File: config.mk
export PLATFORM = sky130hd
export DESIGN_NAME = pw_ctrl_fsm
export DESIGN_NICKNAME = d
export VERILOG_FILES = /design/src/source/pw_pkg.sv /design/src/source/pw_ctrl_fsm.sv
export SDC_FILE = /design/constraint.sdc
export NUM_CORES = 1
export LEC_CHECK = 0
export BUFFER_PORTS_ARGS = -buffer_cell sky130_fd_sc_hd__clkbuf_2
export CORE_AREA = 5 5 42 44
export CTS_CLUSTER_SIZE = 14
export DETAILED_ROUTE_END_ITERATION = 6
export DIE_AREA = 0 0 47 49
export GPL_TIMING_DRIVEN = 0
export SYNTH_ARGS = -nofsm -noshare
export SYNTH_HDL_FRONTEND = slang
export SYNTH_SLANG_ARGS = --single-unit
export TNS_END_PERCENT = 20
File: constraint.sdc
create_clock -name clk -period 1.1 [get_ports clk]
set_input_delay 0.11 -clock clk [delete_from_list [all_inputs] [get_ports clk]]
set_output_delay 0.11 -clock clk [all_outputs]
set_load 0.01 [all_outputs]
File: src/source/pw_pkg.sv
`default_nettype none

package pw_pkg;

    // ============================================================
    // Modulus and coefficient layout
    // ============================================================

    localparam int unsigned COEF_W = 23;
    localparam logic [COEF_W-1:0] MLDSA_Q = 23'd8380417;

    // One memory slot carries a coefficient plus a zero top bit
    localparam int unsigned SLOT_W         = 24;
    localparam int unsigned COEFS_PER_WORD = 4;
    localparam int unsigned WORD_W         = COEFS_PER_WORD * SLOT_W;

    localparam int unsigned POLY_WORDS = 64;
    localparam int unsigned WORD_CNT_W = $clog2(POLY_WORDS + 1);
    localparam int unsigned ADDR_W     = 15;

    // ============================================================
    // Operand b flow control and pipeline depth
    // ============================================================

    // FIFO depth equals the credits the b source starts with
    localparam int unsigned B_FIFO_DEPTH = 4;
    localparam int unsigned B_PTR_W      = $clog2(B_FIFO_DEPTH);

    // Read request to write of the same word
    localparam int unsigned PIPE_LAT = 3;

    typedef logic [COEF_W-1:0]     coef_t;
    typedef logic [2*COEF_W-1:0]   wide_t;
    typedef logic [WORD_W-1:0]     word_t;
    typedef logic [ADDR_W-1:0]     addr_t;
    typedef logic [WORD_CNT_W-1:0] word_cnt_t;

    typedef enum logic [1:0] {
        PW_MUL = 2'd0,
        PW_ADD = 2'd1,
        PW_SUB = 2'd2
    } pw_op_e;

    typedef enum logic [1:0] {
        ST_IDLE  = 2'd0,
        ST_RUN   = 2'd1,
        ST_DRAIN = 2'd2
    } ctrl_state_e;

endpackage

`default_nettype wire

File: src/source/pw_ctrl_fsm.sv
`timescale 1ns/10ps
`default_nettype none

module pw_ctrl_fsm (
    input  wire                 clk,
    input  wire                 reset_n,
    input  wire                 start_i,
    input  wire pw_pkg::pw_op_e op_i,
    input  wire                 accumulate_i,
    input  wire                 last_issued_i,
    input  wire                 pipe_empty_i,
    output logic                load_o,
    output logic                run_o,
    output pw_pkg::pw_op_e      op_o,
    output logic                c_read_o,
    output logic                busy_o,
    output logic                done_o
);
    import pw_pkg::*;

    ctrl_state_e state;
    ctrl_state_e state_next;
    logic        accept;

    // Starts are only taken while idle
    assign accept = start_i && (state == ST_IDLE);

    always_comb begin
        state_next = state;
        case (state)
            ST_IDLE: begin
                if (accept) begin
                    state_next = ST_RUN;
                end
            end
            ST_RUN: begin
                if (last_issued_i) begin
                    state_next = ST_DRAIN;
                end
            end
            ST_DRAIN: begin
                // Words in flight still have to be written
                if (pipe_empty_i) begin
                    state_next = ST_IDLE;
                end
            end
            default: state_next = ST_IDLE;
        endcase
    end

    always_ff @(posedge clk or negedge reset_n) begin
        if (!reset_n) begin
            state    <= ST_IDLE;
            op_o     <= PW_MUL;
            c_read_o <= 1'b0;
        end else begin
            state <= state_next;
            if (accept) begin
                op_o     <= op_i;
                // Accumulate only has a meaning for multiply
                c_read_o <= accumulate_i && (op_i == PW_MUL);
            end
        end
    end

    assign load_o = accept;
    assign run_o  = (state == ST_RUN);
    assign done_o = (state == ST_DRAIN) && pipe_empty_i;
    assign busy_o = (state != ST_IDLE) && !done_o;

endmodule

`default_nettype wire

==> impl_results.md <==
* Ys async rst share at 1.000
* CTS Buf Count at 3
* Most frequent cell after synthesis: dfrtp_1
* DR DRC count at 0
* First-pass GRT wire length at 807 um
* Post-synth top cells: 5 x dfrtp_1, 3 x mux2_2, 2 x nand2b_1
* Largest net degree at the start of global routing at 6
* Number of global-route vias before repair at 216
* Share of cells above drive strength 1 at 0.6410
* Area leader, netlist: dfrtp_1
* Vias at 208
* Reg2Reg Launch Point: state[0]
* Seq/Total Area, Yosys at 0.5405
* Num rows at 14
* Max-cap violations at 0
* DR pass1 iterations at 4
* Total Nets Final at 48
* Worst Hold Depth at 2
* Worst slew margin relative to its limit at 0.8240
* Clk slew on worst S/H paths at 40 ps
* Clk root buf: clkbuf_4
* H-tree Lvls at 1
* Gr usage total at 0.05367
* Share of the synthesized area in the top cell type at 0.5405
* WP data required at 990 ps
* Met1 Wirelength at 273 um
* Critical path class: register to output port
* Antenna Nets Post-Route at 0
* I/O Buffers at 14
* Hold_ws at 100.5 ps
* Gpl congestion at 0.6699
* CP arrival at 1150 ps
* Routed wire length at 577 um
* Post-DR vias/cell at 3.782
* Diode count at 0
* Clock Skews at 2.873 ps
* Peak Freq at 795.2 MHz
* Total Die Area at 2303 um^2
* Final hold violation count at 0
* Detailed Route Iter0 Violations at 6
* Unrepaired setup endpoints after global routing: yes
* Die H at 49 um
* Pleak at 0.1963 nW
* Setup crit end kind: output port
* Post-synthesis instance total at 18
* Yosys reg bits at 5
* Leading post-synthesis cells by cell area: dfrtp_1 54%, mux2_2 15%, nor3b_4 8.1%
* Hold/Removal Path Class: input pin to register
* Initial Utilization at 0.1652
* FILL cells at 154
* Core Footprint at 1401 um^2
* CP max-delay cell: dfrtp_2
* Yosys cell types at 11
* Tmin final at 1257 ps
* Worst setup margin at -157.5 ps
* CP startpoint kind: register
* Main synth FF type: dfrtp_1
* Failing checks: setup timing
* Cell Area, Synth at 231.5 um^2
* Worst-margin pin slew at 263.7 ps
* CTS tree: built
* Final max-slew violation count at 0
* Final Core Density at 0.2688
* R2r worst-path depth at 2
* Critical-path cell list: nor3b_4, buf_2
* Chip width at 47 um
* Antenna violations before repair at 0
* Final period utilization at 1.143
* Clk sinks at 5
* Worst VDD drop at 0.5644 mV
* Pwr/cell area at 2590 nW/um^2
* Net Count, Synth at 26
* Hold Path Origin: last_issued_i
* Total gr overflow at 0
* DR top layer: met3
* Clock Latency Late Sink at 240 ps
* Io pins at 15
* Clock Tree Buf Depth at 2
* Synthesis-to-finish area growth at 62.70%
* Post-synth EDFFs at 0
* Critical Path Max Stage Delay at 430 ps
* Total Power at 0.0009753 W
* Status: finished, violations left
* Mean Syn Cell Area at 12.86 um^2
* DR WL met2 at 196 um
* Setup-failing EPs final at 7
* Worst setup startpoint: state[0]
* Wire length per cell at 10.49 um
* Post-Place Setup Slack at -136.8 ps
* Yosys warning count at 0
* DR WL met3 at 107 um
* Crit-path max FO at 5
-- worst max-delay path: cells and delay by family (launching register included) --
| kind | cells | cell delay [ps] |
|---|---|---|
| flip-flops | 1 | 430 |
| AND/OR/NAND/NOR | 1 | 300 |
| buffers and inverters | 1 | 190 |
-- per-stage QoR --
stage | instance area, um^2 | std cells | setup TNS, ps
after floorplan | 231.5 | 18 | -348.6
after global routing | 376.6 | 55 | -998.1
after global placement | 321.6 | 48 | -378.0
after CTS | 376.6 | 55 | -768.2
final | 376.6 | 55 | -643.7
after detailed placement | 321.6 | 48 | -400.6
-- kinds of logic after synthesis --
| family | after synthesis | share of synthesized area |
|---|---|---|
| and+or+nand+nor | 7 | 0.2270 |
| DFF | 5 | 0.5405 |
| muxes | 3 | 0.1459 |
| AOI/OAI and AO/OA | 2 | 0.07029 |
| buffers and inverters | 1 | 0.01620 |
-- sequential cells by signal (all words and copies together) (netlist names) --
register / count
c_read_o: 1
op_o: 2
state: 2
-- final timing paths --
path / endpoint / slack, ps
setup reg to reg: op_o[1] / -110
hold reg to reg: state[1] / 500
setup / recovery: load_o / -160
max in group asynchronous: state[0] / 720
hold / removal: state[1] / 100
min in group asynchronous: state[1] / 220
-- cells in the final DEF (no fill, tap or decap), types with 2 or more instances in the layout --
| cell type | n |
|---|---|
| buf_2 | 2 |
| clkbuf_4 | 3 |
| nand2b_1 | 2 |
| dfrtp_1 | 4 |
| clkbuf_2 | 12 |
| buf_4 | 2 |
| mux2_2 | 3 |
-- layer usage --
metal / GRT usage / vias to the layer above
met1: 0.05765 / 90
met2: 0.06109 / 15
met5: 0 / -
li1: - / 103
met3: 0.04059 / 0
met4: 0.05530 / 0
-- report_power, final --
| group | internal, W | leakage [nW] | switching (W) |
|---|---|---|---|
| clock | 0.000137 | 0.0150 | 0.0000720 |
| sequential | 0.000272 | 0.0611 | 0.0000733 |
| combinational | 0.000231 | 0.120 | 0.000190 |
| total | 0.000640 | 0.196 | 0.000335 |
-- area by class of cell --
type	instances	area, um^2	share of cell area
clock buffers	4	26.28	0.06977
inverters	1	3.754	0.009967
multi-input cells	12	105.1	0.2791
flip-flops and latches	5	126.4	0.3355
well taps	16	20.02	0.05316
repair buffers	17	95.09	0.2525
-- what timing repair did --
| item | in CTS | in global routing |
|---|---|---|
| setup buffers | 2 | 0 |
| hold endpoints to repair | 5 | 0 |
| pin swaps | 2 | 0 |
| setup endpoints to repair | 7 | 7 |
| gates resized for setup | 2 | 2 |
| hold buffers | 1 | 0 |
Note: power is estimated with default switching activity, not from simulation.
