$ cat config.mk
export PLATFORM = sky130hd
export DESIGN_NAME = pw_b_credit_fifo
export DESIGN_NICKNAME = d
export VERILOG_FILES = /design/src/source/pw_pkg.sv /design/src/source/pw_b_credit_fifo.sv
export SDC_FILE = /design/constraint.sdc
export NUM_CORES = 1
export LEC_CHECK = 0
export BUFFER_PORTS_ARGS = -buffer_cell sky130_fd_sc_hd__buf_2
export CORE_MARGIN = 4
export CORE_UTILIZATION = 35
export DETAILED_ROUTE_END_ITERATION = 12
export PLACE_DENSITY_LB_ADDON = 0.1
export RECOVER_POWER = 25
export SETUP_SLACK_MARGIN = 0.15
export SLEW_MARGIN = 20
export SYNTH_ARGS = -nofsm -noshare
export SYNTH_HDL_FRONTEND = slang
export SYNTH_SLANG_ARGS = --single-unit
$ cat constraint.sdc
create_clock -name clk -period 7.26 [get_ports clk]
set_clock_uncertainty 0.15 [all_clocks]
set_input_delay 0.726 -clock clk [delete_from_list [all_inputs] [get_ports clk]]
set_output_delay 0.726 -clock clk [all_outputs]
set_load 0.005 [all_outputs]
$ cat src/source/pw_pkg.sv
`default_nettype none

package pw_pkg;

    // ============================================================
    // Modulus and coefficient layout
    // ============================================================

    localparam int unsigned COEF_W = 23;
    localparam logic [COEF_W-1:0] MLDSA_Q = 23'd8380417;

    // One memory slot carries a coefficient plus a zero top bit
    localparam int unsigned SLOT_W         = 24;
    localparam int unsigned COEFS_PER_WORD = 4;
    localparam int unsigned WORD_W         = COEFS_PER_WORD * SLOT_W;

    localparam int unsigned POLY_WORDS = 64;
    localparam int unsigned WORD_CNT_W = $clog2(POLY_WORDS + 1);
    localparam int unsigned ADDR_W     = 15;

    // ============================================================
    // Operand b flow control and pipeline depth
    // ============================================================

    // FIFO depth equals the credits the b source starts with
    localparam int unsigned B_FIFO_DEPTH = 4;
    localparam int unsigned B_PTR_W      = $clog2(B_FIFO_DEPTH);

    // Read request to write of the same word
    localparam int unsigned PIPE_LAT = 3;

    typedef logic [COEF_W-1:0]     coef_t;
    typedef logic [2*COEF_W-1:0]   wide_t;
    typedef logic [WORD_W-1:0]     word_t;
    typedef logic [ADDR_W-1:0]     addr_t;
    typedef logic [WORD_CNT_W-1:0] word_cnt_t;

    typedef enum logic [1:0] {
        PW_MUL = 2'd0,
        PW_ADD = 2'd1,
        PW_SUB = 2'd2
    } pw_op_e;

    typedef enum logic [1:0] {
        ST_IDLE  = 2'd0,
        ST_RUN   = 2'd1,
        ST_DRAIN = 2'd2
    } ctrl_state_e;

endpackage

`default_nettype wire

$ cat src/source/pw_b_credit_fifo.sv
`timescale 1ns/10ps
`default_nettype none

module pw_b_credit_fifo (
    input  wire                clk,
    input  wire                reset_n,
    input  wire                push_i,
    input  wire pw_pkg::word_t push_data_i,
    input  wire                pop_i,
    output logic               b_avail_o,
    output pw_pkg::word_t      pop_data_o,
    output logic               credit_o
);
    import pw_pkg::*;

    word_t              mem [B_FIFO_DEPTH];
    logic [B_PTR_W-1:0] wr_ptr;
    logic [B_PTR_W-1:0] rd_ptr;
    logic [B_PTR_W:0]   count;
    logic               do_pop;

    assign b_avail_o  = (count != '0);
    assign do_pop     = pop_i && b_avail_o;
    assign pop_data_o = mem[rd_ptr];

    // Each word taken hands one credit back to the source
    assign credit_o = do_pop;

    // ============================================================
    // Pointers and fill level
    // ============================================================

    always_ff @(posedge clk or negedge reset_n) begin
        if (!reset_n) begin
            wr_ptr <= '0;
            rd_ptr <= '0;
            count  <= '0;
        end else begin
            if (push_i) begin
                wr_ptr <= wr_ptr + 1'b1;
            end
            if (do_pop) begin
                rd_ptr <= rd_ptr + 1'b1;
            end
            case ({push_i, do_pop})
                2'b10:   count <= count + 1'b1;
                2'b01:   count <= count - 1'b1;
                default: count <= count;
            endcase
        end
    end

    // Credits keep the source from pushing into a full buffer
    always_ff @(posedge clk) begin
        if (push_i) begin
            mem[wr_ptr] <= push_data_i;
        end
    end

endmodule

`default_nettype wire

==> out/results.tsv <==
stage	metric	value	unit
clock_tree	clockRootBuffer	clkbuf_16	
pwr	p_leak	5.607	nW
critical_path	crit_fanout	43	
placement	numPortBuffers	197	
routing	wl_met2	15360	um
status	status	finished clean	
critical_path	crit_arrival	2890	ps
pwr	powerDensity	400.7	mW/mm^2
placement	gp_congestion	0.6885	
grt	grt_first_pass_wirelength	43900	um
timing	fmax	0.2653	GHz
synth	synth.yosys.warnings	0	
timing	setup_viol_count_final	0	
routing	vias	6371	
pwr	ir_drop	0.1997	mV
timing	rsz0062_at_grt	false	
critical_path	slowest_stage	buf_4	
clock_tree	clk_pin_slew	60	ps
synth	synthArstFlopShare	1.790	%
clock_tree	post_cts_buffers	0	
routing	drt_wl_total	29150	um
floorplan	core_area	0.04001	sq mm
timing	fin_crit	3770	ps
clock_tree	cts_tree	yes	
floorplan	die-area	0.04397	sq mm
synth	synth_top_family_by_area	multiplexers	
synth	ys_ff_latch	391	
clock_tree	numClockSinks	391	
grt	globalRouteOverflowTotal	0	
synth	syn_area_per_cell	26.46	sq um
synth	synthTopCellsByArea	edfxtp_1 81%, mux4_2 15%, dfrtp_1 1.2%	
synth	synthTopCellsByCount	384 x edfxtp_1, 96 x mux4_2, 12 x buf_2	
floorplan	rows	73	
timing	finalMaxSlewViolations	0	
critical_path	crit_family	buffers and inverters	
pwr	power_switching	1.884	mW
routing	drt_pass1_iterations	4	
synth	synth_top_area_share	81.00	%
synth	ys_seq_area_share	82.23	%
synth	synth_area	0.01424	sq mm
pwr	combPwrFrac	25.2	%
grt	grt_max_degree	60	
synth	synth.distinct_cells	21	
routing	routed_via_density	4.812	
clock_tree	numCtsBuffers	43	
floorplan	initial_core_util	35.59	%
routing	route.met3.wl	1543	um
clock_tree	htree_levels	2	
routing	dr.max_layer_used	met5	
clock_tree	cts_buffer_depth	3	
critical_path	cpPeakStageDelay	770	ps
critical_path	crit_buf_inv	2	
synth	synth_edf_count	384	
critical_path	required	6380	ps
pwr	pwr-share-seq	46.1	%
synth	yosys_most_used_dff	edfxtp_1	
routing	drt_iter0_markers	279	
finish	antennaDiodeCount	0	
finish	area_growth_syn_to_layout	19.51	%
pwr	finalPower	6.817	mW
timing	hold_viol	0	
routing	ant_nets	0	
grt	grt_pass1_vias	7059	
routing	wl_met1	11660	um
critical_path	cp-start-kind	flip-flop	
synth	synth_cells	538	
placement	hpwl	17000	um
routing	wl_per_cell	22.02	um
timing	timing.final.crit_share	51.92	%
finish	nNetsFinal	872	
grt	track_usage	13.23	%
synth	yosys.area_share.adder	0.5801	%
floorplan	chipHeight	209.7	um
timing	tightest_slew	938.9	ps
finish	n_fill_cell	3559	
clock_tree	ctsResizeCount	0	
floorplan	ios	198	
clock_tree	clk_latency	530	ps
synth	synthMuxAreaShare	15.26	%
timing	relSlewSlack	37.41	%
job	maxCapViolations	0	
clock_tree	hold_buffers	1	
finish	register_area	0.01171	sq mm
synth	synthXorXnorAreaFrac	0.3691	%
critical_path	crit_type	flip-flop to output port	
synth	synth-simple-area-share	0.2988	%
pwr	switching_share	27.63	%
floorplan	die-width	209.7	um
finish	multi_input_area	0.002374	sq mm
pwr	intPower	4.934	mW
hold_path	hold_class	primary input to flip-flop	
synth	synth_compound_area_share	0.09668	%
routing	drcViolationCount	0	
timing	fin_setup_tns	0	ps
pwr	p_clk_share	28.7	%
grt	antenna_found_initial	1	
synth	syn_nets	644	
finish	drive_above_1_share	37.67	%
synth	post-synth-top-count-cell	edfxtp_1	
critical_path	end_kind	output port	
critical_path	path_cells	buf_4, mux4_2, buf_2	
synth	yosys.area.top_type	edfxtp_1	
cells in the final DEF, fill, tap and decap left out, types with 2 or more instances in the layout:
cell / n
edfxtp_1: 384
buf_2: 136
mux4_2: 96
clkbuf_1: 73
clkbuf_16: 43
clkinv_1: 10
buf_4: 7
inv_1: 6
ha_1: 5
dfrtp_1: 5
and2_4: 4
xor2_1: 4
inv_6: 4
clkinv_2: 4
clkinvlp_4: 3
xnor2_1: 2
nand2_1: 2
dfrtp_4: 2
power groups by stage:
stage	clock, mW	combinational (mW)	sequential (mW)
2_1_floorplan	0	1.15	3.09
3_3_place_gp	0	1.80	3.18
3_5_place_dp	0	1.81	3.21
4_1_cts	2.04	1.81	3.16
5_1_grt	2.13	1.89	3.19
6_report	1.96	1.72	3.14
layout make-up:
type,count,share of cell area [%]
clock buffers,55,6.589
repair buffers,205,5.714
well taps,525,3.861
flip-flops and latches,391,68.85
inverters,6,0.1324
multi-input cells,119,13.95
clock inverters,23,0.9045
sequential cells by signal, summed over array words and instances, names as in the netlist:
signal / cells
mem: 384
count: 3
rd_ptr: 2
wr_ptr: 2
worst paths after layout:
| kind | start | endpoint | slack (ps) | cells after the start |
|---|---|---|---|---|
| max | rd_ptr[0] | pop_data_o[6] | 3490 | 3 |
| min | push_data_i[55] | mem[3][55] | 260 | 1 |
| max reg2reg | wr_ptr[0] | mem[0][14] | 4590 | 4 |
| min reg2reg | count[2] | count[2] | 350 | 1 |
| max in group asynchronous | reset_n | rd_ptr[0] | 6360 | 2 |
| min in group asynchronous | reset_n | count[1] | 410 | 2 |
through the flow:
step | instances | hold WS, ps | setup WS (ps) | util (%) | cell area, sq um
global route | 1324 | 234.0 | 3158 | 42.53 | 17010
finish | 1324 | 255.5 | 3490 | 42.53 | 17010
floorplan | 538 | 280.4 | 3699 | - | 14240
detailed placement | 1245 | 345.2 | 3901 | 39.51 | 15810
CTS | 1324 | 186.7 | 3291 | 42.72 | 17090
global placement | 1245 | 322.0 | 3905 | 39.51 | 15810
kinds of logic after synthesis:
| kind of cell | Yosys count |
|---|---|
| AO/OA/AOI/OAI | 2 |
| XOR/XNOR | 6 |
| adder cells (fa/ha/maj) | 6 |
| buffers and inverters | 28 |
| flip-flops | 391 |
| multiplexers | 97 |
| AND/OR/NAND/NOR | 8 |
metal layers:
layer  GRT usage (%)  vias to the layer above
li1                -                     2774
met4           4.433                        2
met2           23.01                      161
met3           3.094                       42
met1           16.37                     3392
met5               0                        -
No activity file was read; power rests on OpenSTA's default activity.
