<file path="config.mk">
export PLATFORM = sky130hd
export DESIGN_NAME = pw_mod_lane
export DESIGN_NICKNAME = d
export VERILOG_FILES = /design/src/source/pw_pkg.sv /design/src/source/pw_mod_lane.sv
export SDC_FILE = /design/constraint.sdc
export NUM_CORES = 2
export LEC_CHECK = 0
export ABC_CLOCK_PERIOD_IN_PS = 39500
export BUFFER_PORTS_ARGS = -buffer_cell sky130_fd_sc_hd__clkbuf_2
export CAP_MARGIN = 20
export CORE_ASPECT_RATIO = 2
export CORE_UTILIZATION = 35
export CTS_BUF_LIST = sky130_fd_sc_hd__clkbuf_4
export DETAILED_ROUTE_END_ITERATION = 8
export SLEW_MARGIN = 25
export SYNTH_ARGS = -nofsm -noshare
export SYNTH_HDL_FRONTEND = slang
export SYNTH_SLANG_ARGS = --single-unit
export TNS_END_PERCENT = 20
</file>
<file path="constraint.sdc">
create_clock -name clk -period 39.5 [get_ports clk]
set_clock_uncertainty 0.1 [all_clocks]
set_input_delay 3.95 -clock clk [delete_from_list [all_inputs] [get_ports clk]]
set_output_delay 3.95 -clock clk [all_outputs]
set_load 0.02 [all_outputs]
</file>
<file path="src/source/pw_pkg.sv">
`default_nettype none

package pw_pkg;

    // ============================================================
    // Modulus and coefficient layout
    // ============================================================

    localparam int unsigned COEF_W = 23;
    localparam logic [COEF_W-1:0] MLDSA_Q = 23'd8380417;

    // One memory slot carries a coefficient plus a zero top bit
    localparam int unsigned SLOT_W         = 24;
    localparam int unsigned COEFS_PER_WORD = 4;
    localparam int unsigned WORD_W         = COEFS_PER_WORD * SLOT_W;

    localparam int unsigned POLY_WORDS = 64;
    localparam int unsigned WORD_CNT_W = $clog2(POLY_WORDS + 1);
    localparam int unsigned ADDR_W     = 15;

    // ============================================================
    // Operand b flow control and pipeline depth
    // ============================================================

    // FIFO depth equals the credits the b source starts with
    localparam int unsigned B_FIFO_DEPTH = 4;
    localparam int unsigned B_PTR_W      = $clog2(B_FIFO_DEPTH);

    // Read request to write of the same word
    localparam int unsigned PIPE_LAT = 3;

    typedef logic [COEF_W-1:0]     coef_t;
    typedef logic [2*COEF_W-1:0]   wide_t;
    typedef logic [WORD_W-1:0]     word_t;
    typedef logic [ADDR_W-1:0]     addr_t;
    typedef logic [WORD_CNT_W-1:0] word_cnt_t;

    typedef enum logic [1:0] {
        PW_MUL = 2'd0,
        PW_ADD = 2'd1,
        PW_SUB = 2'd2
    } pw_op_e;

    typedef enum logic [1:0] {
        ST_IDLE  = 2'd0,
        ST_RUN   = 2'd1,
        ST_DRAIN = 2'd2
    } ctrl_state_e;

endpackage

`default_nettype wire

</file>
<file path="src/source/pw_mod_lane.sv">
`timescale 1ns/10ps
`default_nettype none

module pw_mod_lane (
    input  wire                 clk,
    input  wire                 reset_n,
    input  wire pw_pkg::pw_op_e op_i,
    input  wire                 c_read_i,
    input  wire pw_pkg::coef_t  a_i,
    input  wire pw_pkg::coef_t  b_i,
    input  wire pw_pkg::coef_t  c_i,
    output pw_pkg::coef_t       r_o
);
    import pw_pkg::*;

    wide_t             s1_next;
    wide_t             s1_val;
    coef_t             s1_c;
    coef_t             red;
    logic [COEF_W:0]   acc;

    // Stage one forms the raw product, sum or difference lifted by q
    always_comb begin
        case (op_i)
            PW_MUL:  s1_next = wide_t'(a_i) * wide_t'(b_i);
            PW_ADD:  s1_next = wide_t'(a_i) + wide_t'(b_i);
            PW_SUB:  s1_next = wide_t'(a_i) + wide_t'(MLDSA_Q) - wide_t'(b_i);
            default: s1_next = '0;
        endcase
    end

    // Stage two reduces and then folds in the old c word
    always_comb begin
        red = coef_t'(s1_val % wide_t'(MLDSA_Q));
        acc = {1'b0, red};
        if (c_read_i) begin
            acc = acc + {1'b0, s1_c};
        end
        // Both terms are below q so one subtract is enough
        if (acc >= {1'b0, MLDSA_Q}) begin
            acc = acc - {1'b0, MLDSA_Q};
        end
    end

    always_ff @(posedge clk or negedge reset_n) begin
        if (!reset_n) begin
            s1_val <= '0;
            s1_c   <= '0;
            r_o    <= '0;
        end else begin
            s1_val <= s1_next;
            s1_c   <= c_i;
            r_o    <= acc[COEF_W-1:0];
        end
    end

endmodule

`default_nettype wire

</file>
==> flow_summary.toml <==
[status]
outcome = "completed"

[hold_path]
holdCritPathClass = "flip-flop to flip-flop"

[global_route]
grt_use_met1_pct = 23.84
grt_use_met3_pct = 3.272
grt.total_usage_pct = 27.58
grt_max_degree = 49
grt_pass1_wl_um = 256000
grt_pass1_vias = 44365
grt_use_met2_pct = 54.42
busiest_layer = "met2"
antenna_found_initial = 3
grt.overflow.total = 0

[routing]
post-route-drc-count = 0
finalWirelength_um = 168700
routedWlPerCell_um = 23.56
first_pass_iters = 5
vias = 42361
drt_iter0_drc = 2527
viasPerCell = 5.916
ant_nets = 0

[die]
core_area_um2 = 120000
io_pins = 97
fp.dieW_um = 247.9
row_count = 180
start_util_pct = 35.27
die_h_um = 493.9
die_area_um2 = 122500

[yosys]
ys_warn_count = 0
synth-seq-cells = 92
yosys.area_share.xor_xnor_pct = 8.806
synth.area.mux_share_pct = 1.637
synth_fa_ha_area_share_pct = 29.20
synth_fp_nets = 6202
syn_area_per_cell_um2 = 7.818
syn_area_um2 = 42340
synth_ff_type = "dfrtp_1"
yosys.area_share.simple_pct = 26.12
postSynth.asyncResetShare_pct = 100.0
synth_cells = 5416
post_synth_num_cell_types = 160
synth_sequential_area_ratio_pct = 5.437
synth_edf_count = 0
synth_top_family_by_area = "adder cells"
synth_compound_area_share_pct = 20.38

[worst_setup_path]
path_class = "flip-flop to flip-flop"
cp_slowest_stage_delay_ns = 0.70
worstPathArrival_ns = 37.91
crit_path_frequent_cell = "a21o_1"
cp_top_family = "compound AO/OA/AOI/OAI gates"
cp-end-kind = "flip-flop"
start_kind = "flip-flop"
critPathSlowestCell = "or4b_1"
worst-path-buf-inv = 10
critPathRequiredTime_ns = 40.00
critPathMaxFanout = 14

[cts]
clkSinkCount = 92
numCtsBuffers = 9
htreeDepth = 3
cts_tree = "done"
clk_pin_slew_ns = 0.26
cts_hold_buf = 0
clock_latency_ns = 0.69
clock_path_buffers = 2
cts_root_buf = "clkbuf_4"

[timing]
fin_crit_ns = 37.41
whs_ns = 0.8248
worst_pin_slew_ns = 1.177
max_freq_ghz = 0.02673
setup_viol = 0
finalHoldViolations = 0
fin_crit_sh_pct = 94.70
slew-limit-headroom_pct = 19.53
slew_viol_final = 0
final.setup.worst_slack_ns = 2.092

[place]
dp_hpwl_um = 137700
io_buffers = 96
dp_slack_ns = 1.145
place_inst = 7136
gp_congestion = 1.014

[finish]
layout-drive-gt1-share_pct = 12.94
final_nets = 6391
areaGrowthSynthToFinish_pct = 9.341
final_cells = 7160
fill_cells = 12643

[flow_run]
maxCapViolCount = 0
==> per-layer routing <==
metal / routed length (um) / part of all wire (%)
met5: 0 / 0
met4: 17420 / 10
met3: 6971 / 4.1
met2: 93600 / 55
met1: 50670 / 30
==> stage by stage <==
stage          utilization (%)  instance area [um2]    TNS, ns
3_5_place_dp             38.21                45870          0
4_1_cts                  38.33                46010          0
2_1_floorplan                -                42340          0
6_report                 38.57                46300          0
3_3_place_gp             38.21                45870          0
5_1_grt                  38.57                46300  -0.002018
==> placed cells by master (no fill, tap or decap), types with 51 or more instances in the layout <==
master / instances
nor2_1: 353
and3_1: 53
or3_1: 55
a31oi_1: 51
clkbuf_2: 95
a21o_1: 69
xnor2_1: 276
nand2_1: 629
and2_1: 179
nand3_1: 138
nor3_1: 152
fa_1: 441
inv_1: 633
buf_4: 305
o21ai_0: 176
xor2_1: 113
dfrtp_1: 92
a21oi_1: 217
nor4_1: 75
ha_1: 271
==> worst reg2reg max path: cells and delay by family, from the launching register on <==
family	cells	cell delay (ns)
compound gates	62	16.92
simple gates	38	14.03
mux	4	1.89
buf+inv	10	1.78
xor+xnor	8	1.61
flops	1	0.57
fa+ha+maj	2	0.40
==> logic make-up after synthesis <==
| family | after synthesis |
|---|---|
| and+or+nand+nor | 2078 |
| AOI/OAI and AO/OA | 1184 |
| buffers and inverters | 859 |
| adders and majority gates | 726 |
| xor gates and xnor gates | 412 |
| DFF | 92 |
| muxes | 65 |
==> final timing paths <==
check / cells past startpoint / slack [ns] / endpoint / start
max in group asynchronous: 2 / 34.94 / s1_c[6]$_DFF_PN0_ / reset_n
setup reg to reg: 124 / 2.09 / r_o[18]$_DFF_PN0_ / s1_val[34]$_DFF_PN0_
hold / removal: 4 / 0.82 / r_o[0]$_DFF_PN0_ / s1_c[0]$_DFF_PN0_
hold reg to reg: 4 / 0.82 / r_o[0]$_DFF_PN0_ / s1_c[0]$_DFF_PN0_
min in group asynchronous: 1 / 3.21 / s1_val[45]$_DFF_PN0_ / reset_n
setup / recovery: 124 / 2.09 / r_o[18]$_DFF_PN0_ / s1_val[34]$_DFF_PN0_
==> cell type report <==
class / instances / area [um2] / area share, %
multi-input cells: 4465 / 36720 / 79.31
clock inverters: 7 / 77.57 / 0.1676
flip-flops and latches: 92 / 2302 / 4.973
inverters: 635 / 2384 / 5.149
repair buffers: 402 / 2805 / 6.059
diodes: 3 / 7.507 / 0.01622
well taps: 1547 / 1936 / 4.181
clock buffers: 9 / 67.56 / 0.1459
==> cells in the mapped netlist, drive strengths merged (35+ instances only) <==
master	count	area [um2]
a21o	72	544.3
xor2	124	1146
nor4	98	784.5
xnor2	288	2582
fa	441	8828
and2	184	1159
nand3	143	743.2
o21ai	234	1212
o21bai	50	397.9
dfrtp	92	2302
o211ai	48	405.4
nand4	51	337.8
mux2i	41	422.9
inv	633	2376
clkbuf	143	566.8
and3	54	337.8
a2111oi	35	415.4
nor2	357	1369
o22ai	37	231.5
a211oi	49	437.9
or2	62	390.4
a31oi	54	344.1
nand2	633	2389
ha	271	3391
nand2b	47	294.0
or3	58	372.9
buf	79	598.1
nor3	165	899.6
a21oi	228	1171
o21a	40	301.5
o31ai	47	372.9
==> state kept, by name, summed over array words and instances, names as in the netlist <==
| signal | cells |
|---|---|
| s1_c | 23 |
| s1_val | 46 |
| r_o | 23 |
==> repair_timing <==
item	CTS	global route
buffers inserted	0	5
setup endpoints to repair	0	23
gates resized for setup	0	37
Power is not shown: default switching activity piles up to over one toggle a cycle in this logic, so the estimate is an artifact.
