==> src/source/pw_pkg.sv <==
`default_nettype none

package pw_pkg;

    // ============================================================
    // Modulus and coefficient layout
    // ============================================================

    localparam int unsigned COEF_W = 23;
    localparam logic [COEF_W-1:0] MLDSA_Q = 23'd8380417;

    // One memory slot carries a coefficient plus a zero top bit
    localparam int unsigned SLOT_W         = 24;
    localparam int unsigned COEFS_PER_WORD = 4;
    localparam int unsigned WORD_W         = COEFS_PER_WORD * SLOT_W;

    localparam int unsigned POLY_WORDS = 64;
    localparam int unsigned WORD_CNT_W = $clog2(POLY_WORDS + 1);
    localparam int unsigned ADDR_W     = 15;

    // ============================================================
    // Operand b flow control and pipeline depth
    // ============================================================

    // FIFO depth equals the credits the b source starts with
    localparam int unsigned B_FIFO_DEPTH = 4;
    localparam int unsigned B_PTR_W      = $clog2(B_FIFO_DEPTH);

    // Read request to write of the same word
    localparam int unsigned PIPE_LAT = 3;

    typedef logic [COEF_W-1:0]     coef_t;
    typedef logic [2*COEF_W-1:0]   wide_t;
    typedef logic [WORD_W-1:0]     word_t;
    typedef logic [ADDR_W-1:0]     addr_t;
    typedef logic [WORD_CNT_W-1:0] word_cnt_t;

    typedef enum logic [1:0] {
        PW_MUL = 2'd0,
        PW_ADD = 2'd1,
        PW_SUB = 2'd2
    } pw_op_e;

    typedef enum logic [1:0] {
        ST_IDLE  = 2'd0,
        ST_RUN   = 2'd1,
        ST_DRAIN = 2'd2
    } ctrl_state_e;

endpackage

`default_nettype wire

==> src/source/pw_word_counter.sv <==
`timescale 1ns/10ps
`default_nettype none

module pw_word_counter (
    input  wire                clk,
    input  wire                reset_n,
    input  wire                load_i,
    input  wire                run_i,
    input  wire                b_avail_i,
    input  wire pw_pkg::addr_t a_base_i,
    input  wire pw_pkg::addr_t c_base_i,
    output logic               issue_o,
    output pw_pkg::addr_t      a_rd_addr_o,
    output pw_pkg::addr_t      c_rd_addr_o,
    output logic               last_issued_o,
    output logic               wr_en_o,
    output pw_pkg::addr_t      wr_addr_o,
    output logic               pipe_empty_o
);
    import pw_pkg::*;

    addr_t               a_base_q;
    addr_t               c_base_q;
    word_cnt_t           count;
    logic [PIPE_LAT-1:0] issue_sr;
    addr_t               addr_sr [PIPE_LAT];

    // One word per cycle while running and a b word is waiting
    assign issue_o       = run_i && b_avail_i && (count != word_cnt_t'(POLY_WORDS));
    assign last_issued_o = issue_o && (count == word_cnt_t'(POLY_WORDS - 1));

    assign a_rd_addr_o = a_base_q + addr_t'(count);
    assign c_rd_addr_o = c_base_q + addr_t'(count);

    always_ff @(posedge clk or negedge reset_n) begin
        if (!reset_n) begin
            a_base_q <= '0;
            c_base_q <= '0;
            count    <= '0;
            issue_sr <= '0;
        end else begin
            if (load_i) begin
                a_base_q <= a_base_i;
                c_base_q <= c_base_i;
                count    <= '0;
            end else if (issue_o) begin
                count <= count + 1'b1;
            end
            issue_sr <= {issue_sr[PIPE_LAT-2:0], issue_o};
        end
    end

    // Write address follows its issue flag down the timer
    always_ff @(posedge clk) begin
        addr_sr[0] <= c_rd_addr_o;
        for (int i = 1; i < PIPE_LAT; i++) begin
            addr_sr[i] <= addr_sr[i-1];
        end
    end

    assign wr_en_o      = issue_sr[PIPE_LAT-1];
    assign wr_addr_o    = addr_sr[PIPE_LAT-1];
    assign pipe_empty_o = (issue_sr == '0);

endmodule

`default_nettype wire

==> config.mk <==
export PLATFORM = sky130hd
export DESIGN_NAME = pw_word_counter
export DESIGN_NICKNAME = d
export VERILOG_FILES = /design/src/source/pw_pkg.sv /design/src/source/pw_word_counter.sv
export SDC_FILE = /design/constraint.sdc
export NUM_CORES = 1
export LEC_CHECK = 0
export ABC_AREA = 1
export BUFFER_PORTS_ARGS = -buffer_cell sky130_fd_sc_hd__buf_2
export CAP_MARGIN = 30
export CELL_PAD_IN_SITES_DETAIL_PLACEMENT = 1
export CELL_PAD_IN_SITES_GLOBAL_PLACEMENT = 1
export CORE_UTILIZATION = 42
export DETAILED_ROUTE_END_ITERATION = 10
export PLACE_DENSITY_LB_ADDON = 0.1
export SYNTH_ARGS = -nofsm -noshare
export SYNTH_HDL_FRONTEND = slang
export SYNTH_SLANG_ARGS = --single-unit
==> constraint.sdc <==
create_clock -name clk -period 3.4 [get_ports clk]
set_input_delay 0.51 -clock clk [delete_from_list [all_inputs] [get_ports clk]]
set_output_delay 0.51 -clock clk [all_outputs]
set_load 0.05 [all_outputs]
==> impl_summary.log <==
INFO  metric top_usage_layer = met2
INFO  metric fp.dieH = 97.5 um
INFO  metric timing.hold.worst.class = input pin to async pin
INFO  metric dr.pass1.iters = 4
INFO  metric root_buffer = sky130_fd_sc_hd__clkbuf_8
INFO  metric syn_avg_cell_area = 7.94 um2
INFO  metric path_clk_slew = 0.10 ns
INFO  metric grt_remaining_overflow = 0
INFO  metric critical-path-max-stage-delay = 0.48 ns
INFO  metric filler_cell_count = 1123
INFO  metric min_period_over_period = 0.844
INFO  metric crit_fanout = 6
INFO  metric antenna_cells_inserted = 0
INFO  metric io_buffer_count = 83
INFO  metric cts.sink_count = 85
INFO  metric synth-async-reset-ratio = 0.471
INFO  metric synth-edff-count = 0
INFO  metric numCtsBuffers = 9
INFO  metric cp.required = 2.89 ns
INFO  metric ys_warn_count = 0
INFO  metric post_synthesis_instance_area = 3830 um2
INFO  metric worstSetupStartpointType = flop
INFO  metric drc = 0
INFO  metric cts.repair_timing.setup_buffer_count = 0
INFO  metric final_estimated_routing_congestion_in_global_placement = 0.836
INFO  metric synth.most_common_cell = sky130_fd_sc_hd__nand2_1
INFO  metric path_cells = ha_1, fa_1, nand2_1, nand2_1, nand3_1, nand2_1, xor2_1, buf_2
INFO  metric met1_usage = 0.244
INFO  metric timing_max_transition_violations_final = 0
INFO  metric top_level_ports = 84
INFO  metric critical_path.slowest_cell = sky130_fd_sc_hd__dfrtp_1
INFO  metric synthesis.nets = 536
INFO  metric setup.worst_path.end_class = output port
INFO  metric fmaxAchievable = 348 MHz
INFO  metric std_cell_rows = 34
INFO  metric finalCoreUtilization = 0.506
INFO  metric core_area = 8760 um2
INFO  metric cts_resized = 0
INFO  metric clock_latency = 0.37 ns
INFO  metric grt_pass1_wl = 15500 um
INFO  metric routed-via-count = 3209
INFO  metric rsz0062_at_grt = false
INFO  metric period_minus_slack = 2.87 ns
INFO  metric final_layout_size_suffix_gt1_frac = 0.182
INFO  metric yosys.area.top_type_share = 0.261
INFO  metric wl_per_cell = 13.2 um
INFO  metric count_of_h_tree_levels_built_during_cts = 3
INFO  metric setup_viol = 0
INFO  metric max_root_sink_buffers = 2
INFO  metric grt_util_met3 = 0.0353
INFO  metric number_of_library_cell_types_mapped_by_synthesis = 24
INFO  metric vdd.ir_drop.worst = 0.000203 V
INFO  metric pin_count_of_the_biggest_net_entering_global_routing = 47
INFO  metric ant_nets = 0
INFO  metric tightest_pin_transition = 0.917 ns
INFO  metric yosys-top-cells-count = 171 x sky130_fd_sc_hd__nand2_1, 60 x sky130_fd_sc_hd__inv_1, 45 x sky130_fd_sc_hd__dfxtp_1
INFO  metric synth.largest_area_cell = sky130_fd_sc_hd__dfrtp_1
INFO  metric static_leak = 2.50 nW
INFO  metric critPathMostFrequentCell = sky130_fd_sc_hd__nand2_1
INFO  metric ys_seq_area_frac = 0.496
INFO  metric design.die.area = 9510 um2
INFO  metric synthToLayoutAreaGrowth = 15.6%
INFO  metric fin_tns_setup = 0 ns
INFO  metric num-nets-final = 609
INFO  metric initial_core_util = 0.437
INFO  metric syn_inst = 483
INFO  metric via_per_inst = 4.80
INFO  metric grt_util_met2 = 0.357
INFO  metric first_global_vias = 3405
INFO  metric power.density_cell_area = 517 nW/um2
INFO  metric drtIter0Drc = 93
INFO  metric path_class = flop to output port
INFO  metric hold_viol_final = 0
INFO  metric synth.area.top_cells = sky130_fd_sc_hd__dfrtp_1 26%, sky130_fd_sc_hd__dfxtp_1 23%, sky130_fd_sc_hd__nand2_1 17%
INFO  metric cts_tree = done
INFO  metric synth_seq_cells = 85
INFO  metric grt_usage = 0.203
INFO  metric synth_flop_cell = sky130_fd_sc_hd__dfxtp_1
INFO  metric run_status = finished clean
INFO  metric clock-skew-final = 0.0121 ns
INFO  metric crit_family = adder cells
INFO  metric post-dp-hpwl = 6800 um
INFO  metric cts_hold_buffers = 0
INFO  metric critical_path_arrival = 2.36 ns
INFO  metric critical_path_buf_inv_count = 1
INFO  metric maxCapViolations = 0
INFO  metric slew_headroom = 0.388
INFO  metric grt_antenna_before_repair = 0
INFO  metric detail_route.wirelength = 8860 um
INFO  metric die_width = 97.5 um
==> final cells by class <==
class	instances	area [um2]	area share
multi-input combinational	316	1560	0.352
clock buffer	9	124	0.0279
tap	108	135	0.0305
inverter	60	225	0.0508
clock inverter	7	62.6	0.0141
timing repair buffer	84	423	0.0954
sequential	85	1900	0.429
==> kinds of logic after synthesis <==
| group | after synthesis | share of synthesized area |
|---|---|---|
| AOI/OAI and AO/OA | 31 | 0.0424 |
| xor gates and xnor gates | 11 | 0.0251 |
| adders and majority gates | 18 | 0.0627 |
| buffers and inverters | 82 | 0.0966 |
| DFF | 85 | 0.496 |
| and+or+nand+nor | 256 | 0.277 |
==> final timing paths <==
| path | startpoint | end | slack (ns) | cells past startpoint |
|---|---|---|---|---|
| worst max-delay path | count[0] | c_rd_addr_o[6] | 0.53 | 8 |
| worst min-delay path | reset_n | a_base_q[1] | 0.27 | 1 |
| worst max register to register | count[0] | addr_sr[0][8] | 1.52 | 9 |
| worst min register to register | addr_sr[0][18] | addr_sr[0][33] | 0.32 | 0 |
| max in group asynchronous | reset_n | c_base_q[14] | 2.56 | 1 |
| min in group clk | addr_sr[0][18] | addr_sr[0][33] | 0.32 | 0 |
==> per-layer routing <==
layer  share of wire  vias to the layer above  wire length, um
met3           0.037                       11              329
met1            0.45                     1500             3990
met5               0                        -                0
met2            0.50                       65             4420
li1                -                     1633                -
met4           0.014                        0              121
==> stage by stage <==
stage,power [W],cells,setup WS [ns],hold WS [ns],area (um2)
global placement,0.00161,653,0.979,0.310,4250
global route,0.00240,669,0.376,0.317,4430
detailed placement,0.00162,653,0.906,0.313,4250
floorplan,0.00152,483,0.529,0.214,3830
finish,0.00229,669,0.529,0.266,4430
CTS,0.00232,669,0.492,0.289,4430
==> sequential cells by signal, summed over array words and instances (netlist names) <==
signal	flops
count	7
a_base_q	15
issue_sr	3
addr_sr	45
c_base_q	15
==> power breakdown <==
part	switching [W]	internal [W]	total (W)	leakage [nW]
Clock	0.000413	0.000285	0.000698	0.0988
Combinational	0.000347	0.000105	0.000452	1.52
Sequential	0.0000457	0.00110	0.00114	0.879
==> cell usage in the layout (no fill, tap or decap) <==
master	netlist	layout
sky130_fd_sc_hd__nand2_1	171	171
sky130_fd_sc_hd__buf_2	5	83
sky130_fd_sc_hd__inv_1	60	60
sky130_fd_sc_hd__dfxtp_1	45	45
sky130_fd_sc_hd__dfrtp_1	40	40
sky130_fd_sc_hd__nand3_1	36	36
sky130_fd_sc_hd__nor2_1	26	26
sky130_fd_sc_hd__o21ai_0	23	23
sky130_fd_sc_hd__ha_1	16	16
sky130_fd_sc_hd__xor2_1	11	11
sky130_fd_sc_hd__nand4_1	9	9
sky130_fd_sc_hd__clkbuf_8	0	9
sky130_fd_sc_hd__a21oi_1	4	4
sky130_fd_sc_hd__and2_1	4	4
sky130_fd_sc_hd__inv_6	0	4
sky130_fd_sc_hd__nor3_1	3	3
sky130_fd_sc_hd__nand2_2	2	2
sky130_fd_sc_hd__or2_1	2	2
sky130_fd_sc_hd__a21o_1	2	2
sky130_fd_sc_hd__nand3b_1	2	2
sky130_fd_sc_hd__fa_1	2	2
sky130_fd_sc_hd__inv_8	0	2
sky130_fd_sc_hd__nor4_1	1	1
sky130_fd_sc_hd__o21bai_1	1	1
sky130_fd_sc_hd__o21ai_1	1	1
sky130_fd_sc_hd__clkinv_2	0	1
sky130_fd_sc_hd__buf_4	15	1
Note: power is estimated with default switching activity, not from simulation.
